File: config.mk
export PLATFORM = sky130hd
export DESIGN_NAME = eth_dma_rx_path
export DESIGN_NICKNAME = d
export VERILOG_FILES = /design/src/hw/eth_dma_pkg.sv /design/src/hw/eth_dma_rx_path.sv
export VERILOG_INCLUDE_DIRS = /design/src /design/src/hw
export SDC_FILE = /design/constraint.sdc
export NUM_CORES = 1
export LEC_CHECK = 0
export BUFFER_PORTS_ARGS = -buffer_cell sky130_fd_sc_hd__buf_2
export CORE_MARGIN = 8
export CORE_UTILIZATION = 57
export DETAILED_ROUTE_END_ITERATION = 6
export PLACE_DENSITY = 0.89
export SLEW_MARGIN = 20
export SYNTH_ARGS = -nofsm -noshare
export SYNTH_HDL_FRONTEND = slang
export SYNTH_SLANG_ARGS = --single-unit
export TNS_END_PERCENT = 20
File: constraint.sdc
create_clock -name dma_clk -period 4 [get_ports dma_clk]
set_input_delay 0.2 -clock dma_clk [delete_from_list [all_inputs] [get_ports dma_clk]]
set_output_delay 0.2 -clock dma_clk [all_outputs]
set_load 0.03 [all_outputs]
File: src/hw/eth_dma_consts.svh
`ifndef ETH_DMA_CONSTS_SVH
`define ETH_DMA_CONSTS_SVH

// data path
`define ETH_DMA_DW      32
`define ETH_CMDQ_DEPTH  4

// buffer sizing, level width must hold ETH_BUF_DEPTH
`define ETH_BUF_DEPTH   64
`define ETH_BUF_LW      7

`define ETH_WR_MARK     16   // words before memory may pull
`define ETH_RD_LIMIT    48   // tx buffer words, rd_data_ready drops above
`define ETH_PLOAD_LEN   64   // max frame payload in bytes

`endif

File: src/hw/eth_dma_pkg.sv
`default_nettype none

`include "eth_dma_consts.svh"

package eth_dma_pkg;

	////////////////////////////////////////////////////////////////////////
	// vector types

	typedef logic [`ETH_DMA_DW-1:0] addr_t;   // byte address
	typedef logic [`ETH_DMA_DW-1:0] len_t;    // byte length
	typedef logic [`ETH_DMA_DW-1:0] word_t;
	typedef logic [`ETH_BUF_LW-1:0] level_t;  // fifo fill level

	////////////////////////////////////////////////////////////////////////
	// command as queued by the packet front end

	typedef struct packed {
		logic  rd;    // 1 = memory to ethernet
		addr_t addr;
		len_t  len;
	} cmd_t;

	////////////////////////////////////////////////////////////////////////
	// state machines

	typedef enum logic [1:0] {
		CMD_IDLE,
		CMD_REQ,
		CMD_ACK_LOW,
		CMD_DONE_WAIT
	} cmd_state_e;

	typedef enum logic [1:0] {
		TX_IDLE,
		TX_FILL,
		TX_START,
		TX_WAIT_DONE
	} tx_state_e;

endpackage

`default_nettype wire

File: src/hw/eth_dma_rx_path.sv
`timescale 1ns/1ns
`default_nettype none

`include "eth_dma_consts.svh"

module eth_dma_rx_path (
	input  wire                  dma_clk,
	input  wire                  dma_rstn,
	input  wire                  i_start,
	input  wire eth_dma_pkg::len_t   i_len,
	input  wire                  i_rx_valid,
	input  wire eth_dma_pkg::level_t i_wr_level,
	input  wire                  i_wr_done,
	output logic                 o_push,
	output logic                 o_wr_data_ready
);
	import eth_dma_pkg::*;

	logic rx_open;     // receive window armed
	len_t byte_cnt;
	len_t byte_next;
	logic rx_close;
	logic rx_all;      // whole command buffered
	logic level_hit;

	assign o_push    = rx_open && i_rx_valid;
	assign byte_next = byte_cnt + len_t'(`ETH_DMA_DW / 8);
	assign rx_close  = o_push && (byte_next >= i_len);
	assign level_hit = (i_wr_level >= level_t'(`ETH_WR_MARK));

	always_ff @(posedge dma_clk or negedge dma_rstn) begin
		if (!dma_rstn) begin
			rx_open  <= 1'b0;
			byte_cnt <= '0;
			rx_all   <= 1'b0;
		end else begin
			if (i_start) begin
				rx_open  <= 1'b1;
				byte_cnt <= '0;
			end else if (o_push) begin
				rx_open  <= !rx_close;
				byte_cnt <= byte_next;
			end

			if (i_wr_done)
				rx_all <= 1'b0;
			else if (rx_close)
				rx_all <= 1'b1;
		end
	end

	////////////////////////////////////////////////////////////////////////
	// memory may pull at the watermark or once the tail is in

	always_ff @(posedge dma_clk or negedge dma_rstn) begin
		if (!dma_rstn)
			o_wr_data_ready <= 1'b0;
		else
			o_wr_data_ready <= level_hit || rx_close || (rx_all && !i_wr_done);
	end

endmodule

`default_nettype wire

; ---- Word-level counts from Yosys, hierarchy flattened
; Cells that the tools add are included.
[classes]
n_addsub = 1
magnitude_cmp = 2
n_mux = 6
reduce_logical = 9
[ops]
columns = op, count
row1 = $mux 32, 2
row2 = $add 32x3->32 const B, 1
row3 = $ge 32x32->1, 1
row4 = $ge 7x5->1 const B, 1
row5 = $mux 1, 4
row6 = $reduce_bool 2->1, 2
row7 = $logic_and 1x1->1, 3
row8 = $logic_not 1->1, 2
row9 = $logic_or 1x1->1, 2
[word_totals]
regBits = 35
in_bits = 44
output_inout_bits = 2
word_cells = 22

; ---- Longest topological paths before layout
; Gate-level depths: netlist of the first run.
[depth]
ltp_word = 6
mapped_depth = 14
depth_no_buf = 13

; ---- Worst setup path before layout of the first run
; OpenSTA, ideal clock, no wires.
[synth_timing]
kind = register to register
from = reg byte_cnt[9]
to = reg o_wr_data_ready
setup_ns = 0.135
arrival_ns = 2.746
required_time_ns = 3.865
slack_ns = 1.119
path_stages_with_launch = 15
path_cell_list = dfrtp_1 -> clkbuf_1 -> nand3_2 -> nor4_2 -> and2_1 -> buf_2 -> nand3_1 -> xnor2_1 -> ha_1 -> nand2_1 -> o21ai_0 -> a21o_1 -> a211o_1 -> o21ai_1 -> o211ai_1
[synth_via]
elab_chain_len = 5
[synth_lines]
columns = item, line
row1 = "start, declared", eth_dma_rx_path.sv:20  ; len_t byte_cnt;
row2 = "start signal, assigned", eth_dma_rx_path.sv:42  ; byte_cnt <= byte_next;
row3 = $add 32x3->32, eth_dma_rx_path.sv:27  ; assign byte_next = byte_cnt + len_t'(`ETH_DMA_DW / 8);
row4 = $ge 32x32->1, eth_dma_rx_path.sv:28  ; assign rx_close = o_push && (byte_next >= i_len);
row5 = $logic_and 1x1->1, eth_dma_rx_path.sv:28
row6 = $logic_or 1x1->1 (2 in series), eth_dma_rx_path.sv:59  ; o_wr_data_ready <= level_hit || rx_close || (rx_all && !i_wr_done);
row7 = "end signal, assigned", eth_dma_rx_path.sv:59
row8 = "end, declared", eth_dma_rx_path.sv:15  ; output logic o_wr_data_ready
; No other way between the ends.
; A chain may end at the register's enable or synchronous reset.

; ---- Worst setup path after layout of the first run
[layout_timing]
from = reg byte_cnt[2]
to = reg rx_open
[layout_via]
elab_chain_len = 6
[layout_lines]
columns = item, line
row1 = $add 32x3->32, eth_dma_rx_path.sv:27
row2 = $ge 32x32->1, eth_dma_rx_path.sv:28
row3 = $logic_and 1x1->1, eth_dma_rx_path.sv:28
row4 = $logic_not 1->1, eth_dma_rx_path.sv:41  ; rx_open <= !rx_close;
row5 = $mux 1, eth_dma_rx_path.sv:40  ; end else if (o_push) begin
row6 = $mux 1, eth_dma_rx_path.sv:37  ; if (i_start) begin
row7 = "end signal, assigned", eth_dma_rx_path.sv:41
row8 = "end, declared", eth_dma_rx_path.sv:19  ; logic rx_open;
; No other way between the ends. The select of a mux whose other input is x is not followed.

==> impl_results.md, run 1 <==
* CP arrival at 3.60 ns
* Initial antenna violation count at 0
* Layout cell share with drive strength beyond 1 at 16.0%
* Synth area leader: dfrtp_1
* Netlist Area Pre-Place at 2830 um^2
* Area Overhead vs Synth at 11.3%
* Sequential fraction of the synthesis area at 29.2%
* Clock-pin slew on the worst setup and hold paths at 0.07 ns
* Root Driver: clkbuf_8
* Clk sinks at 33
* Leakage at 1.64 nW
* Hold-fix buffers at CTS at 0
* DRT antenna net count at 0
* Final setup viols at 0
* Final HPWL DP at 4.77 mm
* Status: complete, but fails checks
* Drt pass-1 iters at 4
* Relative slew slack at 48.6%
* Yosys top cell area share at 29.2%
* Post-CTS sizing at 0
* Post-Syn Instances at 338
* DRC violations left at 0
* Hold_ws at -0.0174 ns
* Reg2reg path depth at 13
* Reg-to-reg endpoint: rx_open$_DFFE_PN0N_
* Worst Setup SP: byte_cnt[2]$_DFFE_PN0N_
* Failing checks: hold timing
* Main area contributors after synthesis: dfrtp_1 (29%), ha_1 (14%), xor2_1 (9.0%), xnor2_1 (6.2%), nand2_1 (4.9%)
* Levels on crit path at 13
* Global-route wire length before repair at 10.6 mm
* Fillcell total at 387
* CP cell instances: ha_1, and3_1, nand2_2, nor4_4, nand4_1, xnor2_1, ha_1, nand4_1, nor2_1, nand2_1, a2111oi_4, o21ai_1, a21o_1
* Grt ovf at 0
* Slew of the pin with the lowest slew margin at 0.770 ns
* Routed wire per std cell at 14.2 um
* RePlAce Congestion at 0.821
* Crit path max-delay family: simple AND/OR/NAND/NOR gates
* CP max stage cell: dfrtp_1
* Via count at 2416
* Largest fanout on the critical path at 6
* Final setup TNS at 0 ns
* Initial Util at 59.5%
* GRT Total Usage at 17.4%
* TritonCTS clock tree: built
* Type of origin of the critical path: flip-flop
* Die width at 86.4 um
* WP buf/inv at 0
* # rows at 25
* Most common cell after layout, fill and taps aside: buf_2
* Max Cap Violations at 0
* Vias in the first global route at 2375
* R2r startpoint: byte_cnt[2]$_DFFE_PN0N_
* CP Capture Type: flip-flop
* DR iter-0 viols at 184
* Yosys warnings at 0
* Max Root-Sink Buffers at 2
* Slowest stage delay, CP at 0.46 ns
* Tcrit/Tclk final at 85.4%
* R2R Setup Slk at 0.58 ns
* Setup CP Type: flip-flop to flip-flop
* Syn_nets at 414
* Commonest cells after routing, fill and taps aside: buf_2 (41), nand2_1 (37), inv_1 (34)
* HP Class: input port to asynchronous set/reset pin
* Synth Area per Inst at 8.37 um^2
* Peak VDD IR at 0.135 mV
* Final wirelength at 6.25 mm
* Final Critical Period at 3.42 ns
* Maximum clock rate at 293 MHz
* Final Skew at 0.00732 ns
* Power, Total at 0.678 mW
* Port Buffers at 41
* Die height at 86.4 um
* Seq cells post-synth at 33
* Max-slew violation count at 0
* Fin nets at 450
* Synth cell types at 33
* Clk_lat worst skew at 0.29 ns
* Die footprint at 7470 um^2
* DR vias/cell at 5.48
* Final Hold Fails at 33
* Critical path endpoint: rx_open$_DFFE_PN0N_
* Core area at 4750 um^2
* Ant diodes at 0
* P per Cell Area at 216 nW/um^2
* WP data required at 4.18 ns
* Cts bufs inserted at 5
* Pin count of the biggest net entering global routing at 34
* RSZ-0062 raised after global routing: no
* I/O pin count at 46
* H-tree levels at 2
* Post-CTS setup buffers at 0
-- sequential cells by signal, summed over array words and instances (netlist names) --
name / cells
byte_cnt: 30
o_wr_data_ready: 1
rx_all: 1
rx_open: 1
-- cells in the mapped netlist --
library cell  count
nand2_1          37
inv_1            34
dfrtp_1          33
ha_1             32
nor2_1           30
xor2_1           29
a21oi_1          25
xnor2_1          20
nand3_1          14
o21ai_0          14
and3_1           11
nand4_1          11
or3_1             8
clkbuf_1          7
a21o_1            3
and2_1            3
buf_2             3
nand3_2           3
and4_1            2
buf_4             2
nand2_2           2
nor3_1            2
nor4_4            2
o21ai_1           2
a2111oi_2         1
a2111oi_4         1
a211o_1           1
and3_4            1
nor3_4            1
nor4_2            1
o211ai_1          1
o211ai_2          1
or3b_1            1
-- per-stage QoR --
| step | hold slack (ns) | utilization (%) | cell area (um^2) | cells | worst slack (ns) |
|---|---|---|---|---|---|
| finish | -0.0174 | 66.2 | 3150 | 441 | 0.583 |
| global route | 0.0519 | 66.2 | 3150 | 441 | 0.359 |
| CTS | 0.0143 | 66.2 | 3150 | 441 | 0.579 |
| detailed placement | 0.322 | 64.4 | 3060 | 434 | 0.644 |
| global placement | 0.311 | 64.4 | 3060 | 434 | 0.742 |
| floorplan | -0.0956 | - | 2830 | 338 | 1.12 |
-- cells by family (layout without fill, tap and decap cells) --
kind of cell	after synthesis	count (layout)	synth area share, %
AO/OA/AOI/OAI	49	49	10.6
buffers and inverters	46	82	6.50
flip-flops	33	33	29.2
adder cells (fa/ha/maj)	32	32	14.2
XOR/XNOR	49	49	15.2
AND/OR/NAND/NOR	129	129	24.4
-- metal layers --
| metal | vias up | track usage [%] | part of all wire, % |
|---|---|---|---|
| met1 | 1138 | 21.0 | 43 |
| met5 | - | 0 | 0 |
| met2 | 53 | 29.7 | 51 |
| met4 | 0 | 6.89 | 2.2 |
| li1 | 1215 | - | - |
| met3 | 10 | 3.21 | 3.8 |
-- how the worst min path moves through the flow --
stage / from / endpoint / depth (start not counted)
2_1_floorplan: dma_rstn / byte_cnt[10]$_DFFE_PN0N_ / 0
3_3_place_gp: dma_rstn / o_wr_data_ready$_DFF_PN0_ / 1
3_5_place_dp: dma_rstn / byte_cnt[27]$_DFFE_PN0N_ / 1
4_1_cts: dma_rstn / byte_cnt[20]$_DFFE_PN0N_ / 1
5_1_grt: dma_rstn / byte_cnt[12]$_DFFE_PN0N_ / 1
6_report: dma_rstn / byte_cnt[27]$_DFFE_PN0N_ / 1
-- report_power, final --
group / switching [mW] / internal, mW
clock: 0.125 / 0.137
sequential: 0.00375 / 0.336
combinational: 0.0469 / 0.0303
total: 0.175 / 0.503
-- area by class of cell --
cell class / count / area, um^2 / area share [%]
multi-input combinational: 259 / 1820 / 57.8
sequential: 33 / 826 / 26.2
timing repair buffer: 41 / 205 / 6.52
inverter: 34 / 128 / 4.06
clock buffer: 7 / 86.3 / 2.74
tap: 67 / 83.8 / 2.66
No activity file was read; power rests on OpenSTA's default activity.
==> inputs of run 2 (changes only) <==
--- a/config.mk
+++ b/config.mk
@@ -6,7 +6,7 @@
 export SDC_FILE = /design/constraint.sdc
 export NUM_CORES = 1
 export LEC_CHECK = 0
-export BUFFER_PORTS_ARGS = -buffer_cell sky130_fd_sc_hd__buf_2
+export BUFFER_PORTS_ARGS = -buffer_cell sky130_fd_sc_hd__clkbuf_2
 export CORE_MARGIN = 8
 export CORE_UTILIZATION = 57
 export DETAILED_ROUTE_END_ITERATION = 6
==> run 2 against run 1 <==
  * The flow now finishes without violations
  * Sequential power barely moved
  * Clock skew increased by 0.0021 ns
  * Power grew 3.2%
  * Critical endpoint is now rx_all$_DFFE_PN0P_
  * Via count about the same
  * Clock power rose by 8.0%
  * Sequential share of layout area down 0.12 points
  * Combinational power is 1% higher
  * Clock-buffer cell count unchanged
  * Sequential cell count is the same
  * Cell count rose by 0.23%
  * Design area is 0.48% higher
==> impl_results.md, run 2 (same netlist as run 1, synthesis figures left out) <==
* Register area at 826 um^2
* Core area at 4750 um^2
* Largest fanout on the critical path at 6
* HP Class: input port to asynchronous set/reset pin
* DRC violations left at 0
* Clk_lat worst skew at 0.29 ns
* Final Critical Period at 3.44 ns
* DR iter-0 viols at 135
* Area Overhead vs Synth at 11.8%
* Final setup viols at 0
* Final wirelength at 6.22 mm
* Area post-placement at 3060 um^2
* I/O pin count at 46
* Commonest cells after routing, fill and taps aside: clkbuf_2 (41), nand2_1 (37), inv_1 (34)
* Final HPWL DP at 4.71 mm
* Routed wire per std cell at 14.1 um
* Largest Register: byte_cnt
* Fin area at 3160 um^2
* Via count at 2417
* Max-slew violation count at 0
* Worst setup margin at 0.563 ns
* Most common cell after layout, fill and taps aside: clkbuf_2
* P per Cell Area at 221 nW/um^2
* GRT Total Usage at 17.4%
* Vias in the first global route at 2467
* Leakage at 1.66 nW
* Slew of the pin with the lowest slew margin at 0.858 ns
* CP arrival at 3.65 ns
* Area of the multi-input gates at 1820 um^2
* Crit path max-delay family: simple AND/OR/NAND/NOR gates
* Die height at 86.4 um
* Hold_ws at 0.0112 ns
* Number of flip-flops in the largest register at 30
* Layout cell share with drive strength beyond 1 at 16.5%
* CP Capture Type: flip-flop
* Cts bufs inserted at 5
* WP data required at 4.21 ns
* RSZ-0062 raised after global routing: no
* Port Buffers at 41
* Die width at 86.4 um
* Pin count of the biggest net entering global routing at 34
* Max Root-Sink Buffers at 2
* Grt ovf at 0
* CP max stage cell: dfrtp_1
* Initial Util at 59.5%
* Root Driver: clkbuf_8
* Fin nets at 450
* R2r startpoint: byte_cnt[2]$_DFFE_PN0N_
* Hold-fix buffers at CTS at 0
* Ant diodes at 0
* Tcrit/Tclk final at 85.9%
* DR vias/cell at 5.47
* TritonCTS clock tree: built
* DRT antenna net count at 0
* Maximum clock rate at 291 MHz
* CP cell instances: ha_1, and3_1, nand2_2, nor4_4, nand4_1, xnor2_1, ha_1, nand4_1, nor2_1, nand2_1, a2111oi_4, o21ai_1, a21oi_1
* Global-route wire length before repair at 10.7 mm
* Fillcell total at 410
* H-tree levels at 2
* Die footprint at 7470 um^2
* Worst Setup SP: byte_cnt[2]$_DFFE_PN0N_
* Final setup TNS at 0 ns
* Relative slew slack at 42.8%
* RePlAce Congestion at 0.822
* Peak VDD IR at 0.127 mV
* # rows at 25
* Setup WS pre-CTS at 0.684 ns
* Slowest stage delay, CP at 0.45 ns
* Status: finished, final reports clean
* Initial antenna violation count at 0
* Type of origin of the critical path: flip-flop
* Post-CTS sizing at 0
* Clock-pin slew on the worst setup and hold paths at 0.07 ns
* Setup CP Type: flip-flop to flip-flop
* Drt pass-1 iters at 4
* Clk sinks at 33
* WP buf/inv at 0
* Post-CTS setup buffers at 0
* Max Cap Violations at 0
* Final Skew at 0.00944 ns
* Final Hold Fails at 0
-- run 2: worst register-to-register path, cell delays in order (launching register included) --
cell and delay, ns:
dfrtp_1 0.45, ha_1 0.29, and3_1 0.23, nand2_2 0.10
nor4_4 0.45, nand4_1 0.23, xnor2_1 0.19, ha_1 0.30
nand4_1 0.11, nor2_1 0.23, nand2_1 0.13, a2111oi_4 0.34
o21ai_1 0.13, a21oi_1 0.19
-- run 2: path summary, 6_finish.rpt --
| kind | end | slack (ns) | depth (start not counted) |
|---|---|---|---|
| max | rx_all$_DFFE_PN0P_ | 0.56 | 13 |
| min | o_wr_data_ready$_DFF_PN0_ | 0.01 | 1 |
| max reg2reg | rx_all$_DFFE_PN0P_ | 0.56 | 13 |
| min reg2reg | rx_open$_DFFE_PN0N_ | 0.51 | 1 |
| max in group asynchronous | byte_cnt[18]$_DFFE_PN0N_ | 3.45 | 1 |
| min in group dma_clk | rx_all$_DFFE_PN0P_ | 0.08 | 2 |
-- run 2: through the flow --
step	std cells	power (mW)	utilization (%)
2_1_floorplan	338	0.388	-
3_3_place_gp	434	0.421	64.4
3_5_place_dp	434	0.425	64.4
4_1_cts	442	0.705	66.5
5_1_grt	442	0.728	66.5
6_report	442	0.700	66.5
-- run 2: layout make-up --
class | instances | area share [%]
multi-input combinational | 259 | 57.5
sequential | 33 | 26.1
timing repair buffer | 41 | 6.49
inverter | 34 | 4.04
clock buffer | 7 | 3.05
tap | 67 | 2.65
clock inverter | 1 | 0.158
-- run 2: power breakdown --
part	internal (mW)	switching [mW]
combinational	0.0304	0.0477
sequential	0.336	0.00345
clock	0.156	0.127
total	0.522	0.178
-- run 2: routing by layer --
metal  global-route usage (%)  part of all wire [%]  up-vias  wire (um)
met3                     3.21                   2.9       15        181
met2                     31.7                    53       55       3280
met4                     5.63                   2.5        0        153
li1                         -                     -     1205          -
met5                        0                     0        -          0
met1                     19.8                    42     1142       2600
==> inputs of run 3 (changes only) <==
--- a/config.mk
+++ b/config.mk
@@ -6,11 +6,12 @@
 export SDC_FILE = /design/constraint.sdc
 export NUM_CORES = 1
 export LEC_CHECK = 0
+export ABC_AREA = 1
 export BUFFER_PORTS_ARGS = -buffer_cell sky130_fd_sc_hd__clkbuf_2
 export CORE_MARGIN = 8
-export CORE_UTILIZATION = 57
+export CORE_UTILIZATION = 58
 export DETAILED_ROUTE_END_ITERATION = 6
-export PLACE_DENSITY = 0.89
+export PLACE_DENSITY = 0.9
 export SLEW_MARGIN = 20
 export SYNTH_ARGS = -nofsm -noshare
 export SYNTH_HDL_FRONTEND = slang
==> run 3 against run 2 <==
  * The flow now finishes with violations (DRC, hold timing)
  * Worst setup slack better by 0.45 ns
  * Sequential cell count did not move
  * Sequential share of layout area fell by 2.3 points
  * Critical endpoint unchanged
  * Core utilization grew 1.3 points
  * Routed wire length is 20% higher
  * Sequential power hardly changed
  * Clock-buffer cell count stayed put
  * Synthesized area grew 8.4%
  * First-iteration DRC count up 88%
  * Via count is 24% higher
  * Power grew 8.5%
  * Clock power increased by 18%
==> impl_results.md, run 3 <==
* Synth cell types at 37
* Clk_lat worst skew at 0.29 ns
* Post-Syn Instances at 451
* WP data required at 4.23 ns
* GRT Total Usage at 20.6%
* Global-route wire length before repair at 12.8 mm
* Slew of the pin with the lowest slew margin at 0.828 ns
* Core area at 5110 um^2
* HP Class: input port to asynchronous set/reset pin
* Cts bufs inserted at 5
* H-tree levels at 2
* Fin nets at 572
* P per Cell Area at 219 nW/um^2
* CP arrival at 3.22 ns
* Setup CP Type: flip-flop to flip-flop
* Type of origin of the critical path: flip-flop
* Yosys top cell area share at 26.9%
* Area Overhead vs Synth at 12.9%
* Ant diodes at 0
* Number of flip-flops in the largest register at 30
* Failing checks: DRC, hold timing
* RSZ-0062 raised after global routing: no
* DRC violations left at 1
* Maximum clock rate at 335 MHz
* Largest fanout on the critical path at 10
* Peak VDD IR at 0.219 mV
* Yosys warnings at 0
* Vias in the first global route at 3026
* Synth Area per Inst at 6.79 um^2
* Final wirelength at 7.49 mm
* # rows at 26
* Tcrit/Tclk final at 74.7%
* Syn_nets at 527
* Post-synthesis async set-or-reset flop share at 100%
* Status: complete, but fails checks
* Hold-fix buffers at CTS at 0
* RePlAce Congestion at 0.945
* Port Buffers at 41
* Hold_ws at -0.00895 ns
* Root Driver: clkbuf_8
* Via count at 2986
* Fillcell total at 441
* Main area contributors after synthesis: dfrtp_1 (27%), nand2_1 (16%), ha_1 (13%), inv_1 (11%), nor2_1 (4.2%)
* Final setup viols at 0
* Largest Register: byte_cnt
* Final HPWL DP at 5.91 mm
* Drt pass-1 iters at 7
* CP Capture Type: flip-flop
* DR vias/cell at 5.27
* Netlist Area Pre-Place at 3060 um^2
* Die height at 88.7 um
* Final non-filler cell total at 567
* Commonest cells after routing, fill and taps aside: nand2_1 (129), inv_1 (93), clkbuf_2 (41)
* Post-CTS sizing at 0
* Most common cell in the netlist: nand2_1
* Relative slew slack at 44.8%
* DR iter-0 viols at 254
* Worst setup margin at 1.01 ns
* Seq cells post-synth at 33
* Initial antenna violation count at 0
* Sequential fraction of the synthesis area at 26.9%
* Post-synth top flop: dfrtp_1
* I/O pin count at 46
* Initial Util at 60.0%
* EDFF count, synth at 0
* Clock-pin slew on the worst setup and hold paths at 0.08 ns
* Setup WS pre-CTS at 1.07 ns
* Synth area leader: dfrtp_1
* Clk sinks at 33
* Final Critical Period at 2.99 ns
* Final Hold Fails at 5
* Max Root-Sink Buffers at 2
* Final Skew at 0.0113 ns
* DRT antenna net count at 0
* Die width at 88.7 um
* Final setup TNS at 0 ns
* TritonCTS clock tree: built
* Die footprint at 7870 um^2
* Layout cell share with drive strength beyond 1 at 17.5%
* Leakage at 2.06 nW
* Most common cell after layout, fill and taps aside: nand2_1
* Placed Cells at 559
* Routed wire per std cell at 13.2 um
* Pin count of the biggest net entering global routing at 34
* Commonest cells in the netlist: nand2_1 (129), inv_1 (93), nor2_1 (34), dfrtp_1 (33), ha_1 (32)
* Post-CTS setup buffers at 0
* Max-slew violation count at 0
* Grt ovf at 0
* Final Util at 67.8%
* Max Cap Violations at 0
-- run 3: cell count changes after synthesis, sizes merged, moves of 11 or more --
cell,delta
xor2,-16
nor2,+12
xnor2,-19
inv,+67
o22ai,+12
nand2,+96
and3,-11
a21oi,-14
-- run 3: cell families (layout without fill, tap and decap cells) --
logic type / count (synthesis) / in the layout / synth area share (%)
compound gates: 40 / 40 / 7.76
xor+xnor: 14 / 14 / 4.74
fa+ha+maj: 32 / 32 / 13.1
buf+inv: 106 / 152 / 13.4
flops: 33 / 33 / 26.9
simple gates: 226 / 226 / 34.1
-- run 3: through the flow --
step	power (mW)	area [um^2]	hold slack, ns
global route	0.787	3460	0.0754
global placement	0.427	3340	0.331
CTS	0.756	3460	0.0316
detailed placement	0.432	3340	0.336
finish	0.759	3460	-0.00895
floorplan	0.394	3060	-0.0956
-- run 3: layer usage --
layer | wire [um] | vias to the layer above | part of all wire, % | global-route usage (%)
li1 | - | 1488 | - | -
met1 | 3150 | 1379 | 42 | 24.3
met2 | 3780 | 104 | 51 | 36.3
met3 | 436 | 15 | 5.8 | 3.81
met4 | 117 | 0 | 1.6 | 6.61
met5 | 0 | - | 0 | 0
-- run 3: critical path: stages, from the launching register on --
cell and delay [ns]:
dfrtp_1 0.60, ha_1 0.26, inv_1 0.06, nor2_2 0.20
nand2_2 0.13, nor2_2 0.16, nand3_2 0.13, o21bai_2 0.14
nand2_1 0.07, inv_1 0.05, ha_1 0.11, nand2_1 0.06
nor2_1 0.19, nor3b_1 0.27, nor2b_1 0.17, nand2_1 0.06
nand2_1 0.12, nand3_1 0.10, nand2_1 0.07
-- run 3: report_power, final --
group / switching, mW / internal (mW) / total [mW]
clock: 0.131 / 0.203 / 0.334
sequential: 0.00425 / 0.336 / 0.340
combinational: 0.0528 / 0.0326 / 0.0854
-- run 3: final timing paths --
check	from	end	slack (ns)	cells after the start
setup / recovery	byte_cnt[2]$_DFFE_PN0N_	rx_all$_DFFE_PN0P_	1.01	18
hold / removal	dma_rstn	byte_cnt[9]$_DFFE_PN0N_	-0.009	1
setup reg to reg	byte_cnt[2]$_DFFE_PN0N_	rx_all$_DFFE_PN0P_	1.01	18
hold reg to reg	rx_all$_DFFE_PN0P_	rx_all$_DFFE_PN0P_	0.51	2
max in group asynchronous	dma_rstn	byte_cnt[20]$_DFFE_PN0N_	3.48	1
min in group dma_clk	i_wr_level[6]	o_wr_data_ready$_DFF_PN0_	0.11	3
-- run 3: area by class of cell --
type                    count  area [um^2]  area share, %
well taps                  70         87.6           2.53
inverters                 101          384           11.1
repair buffers             43          220           6.36
multi-input cells         312         1830           52.8
clock inverters             1         30.0          0.868
flip-flops and latches     33          826           23.9
clock buffers               7         86.3           2.49
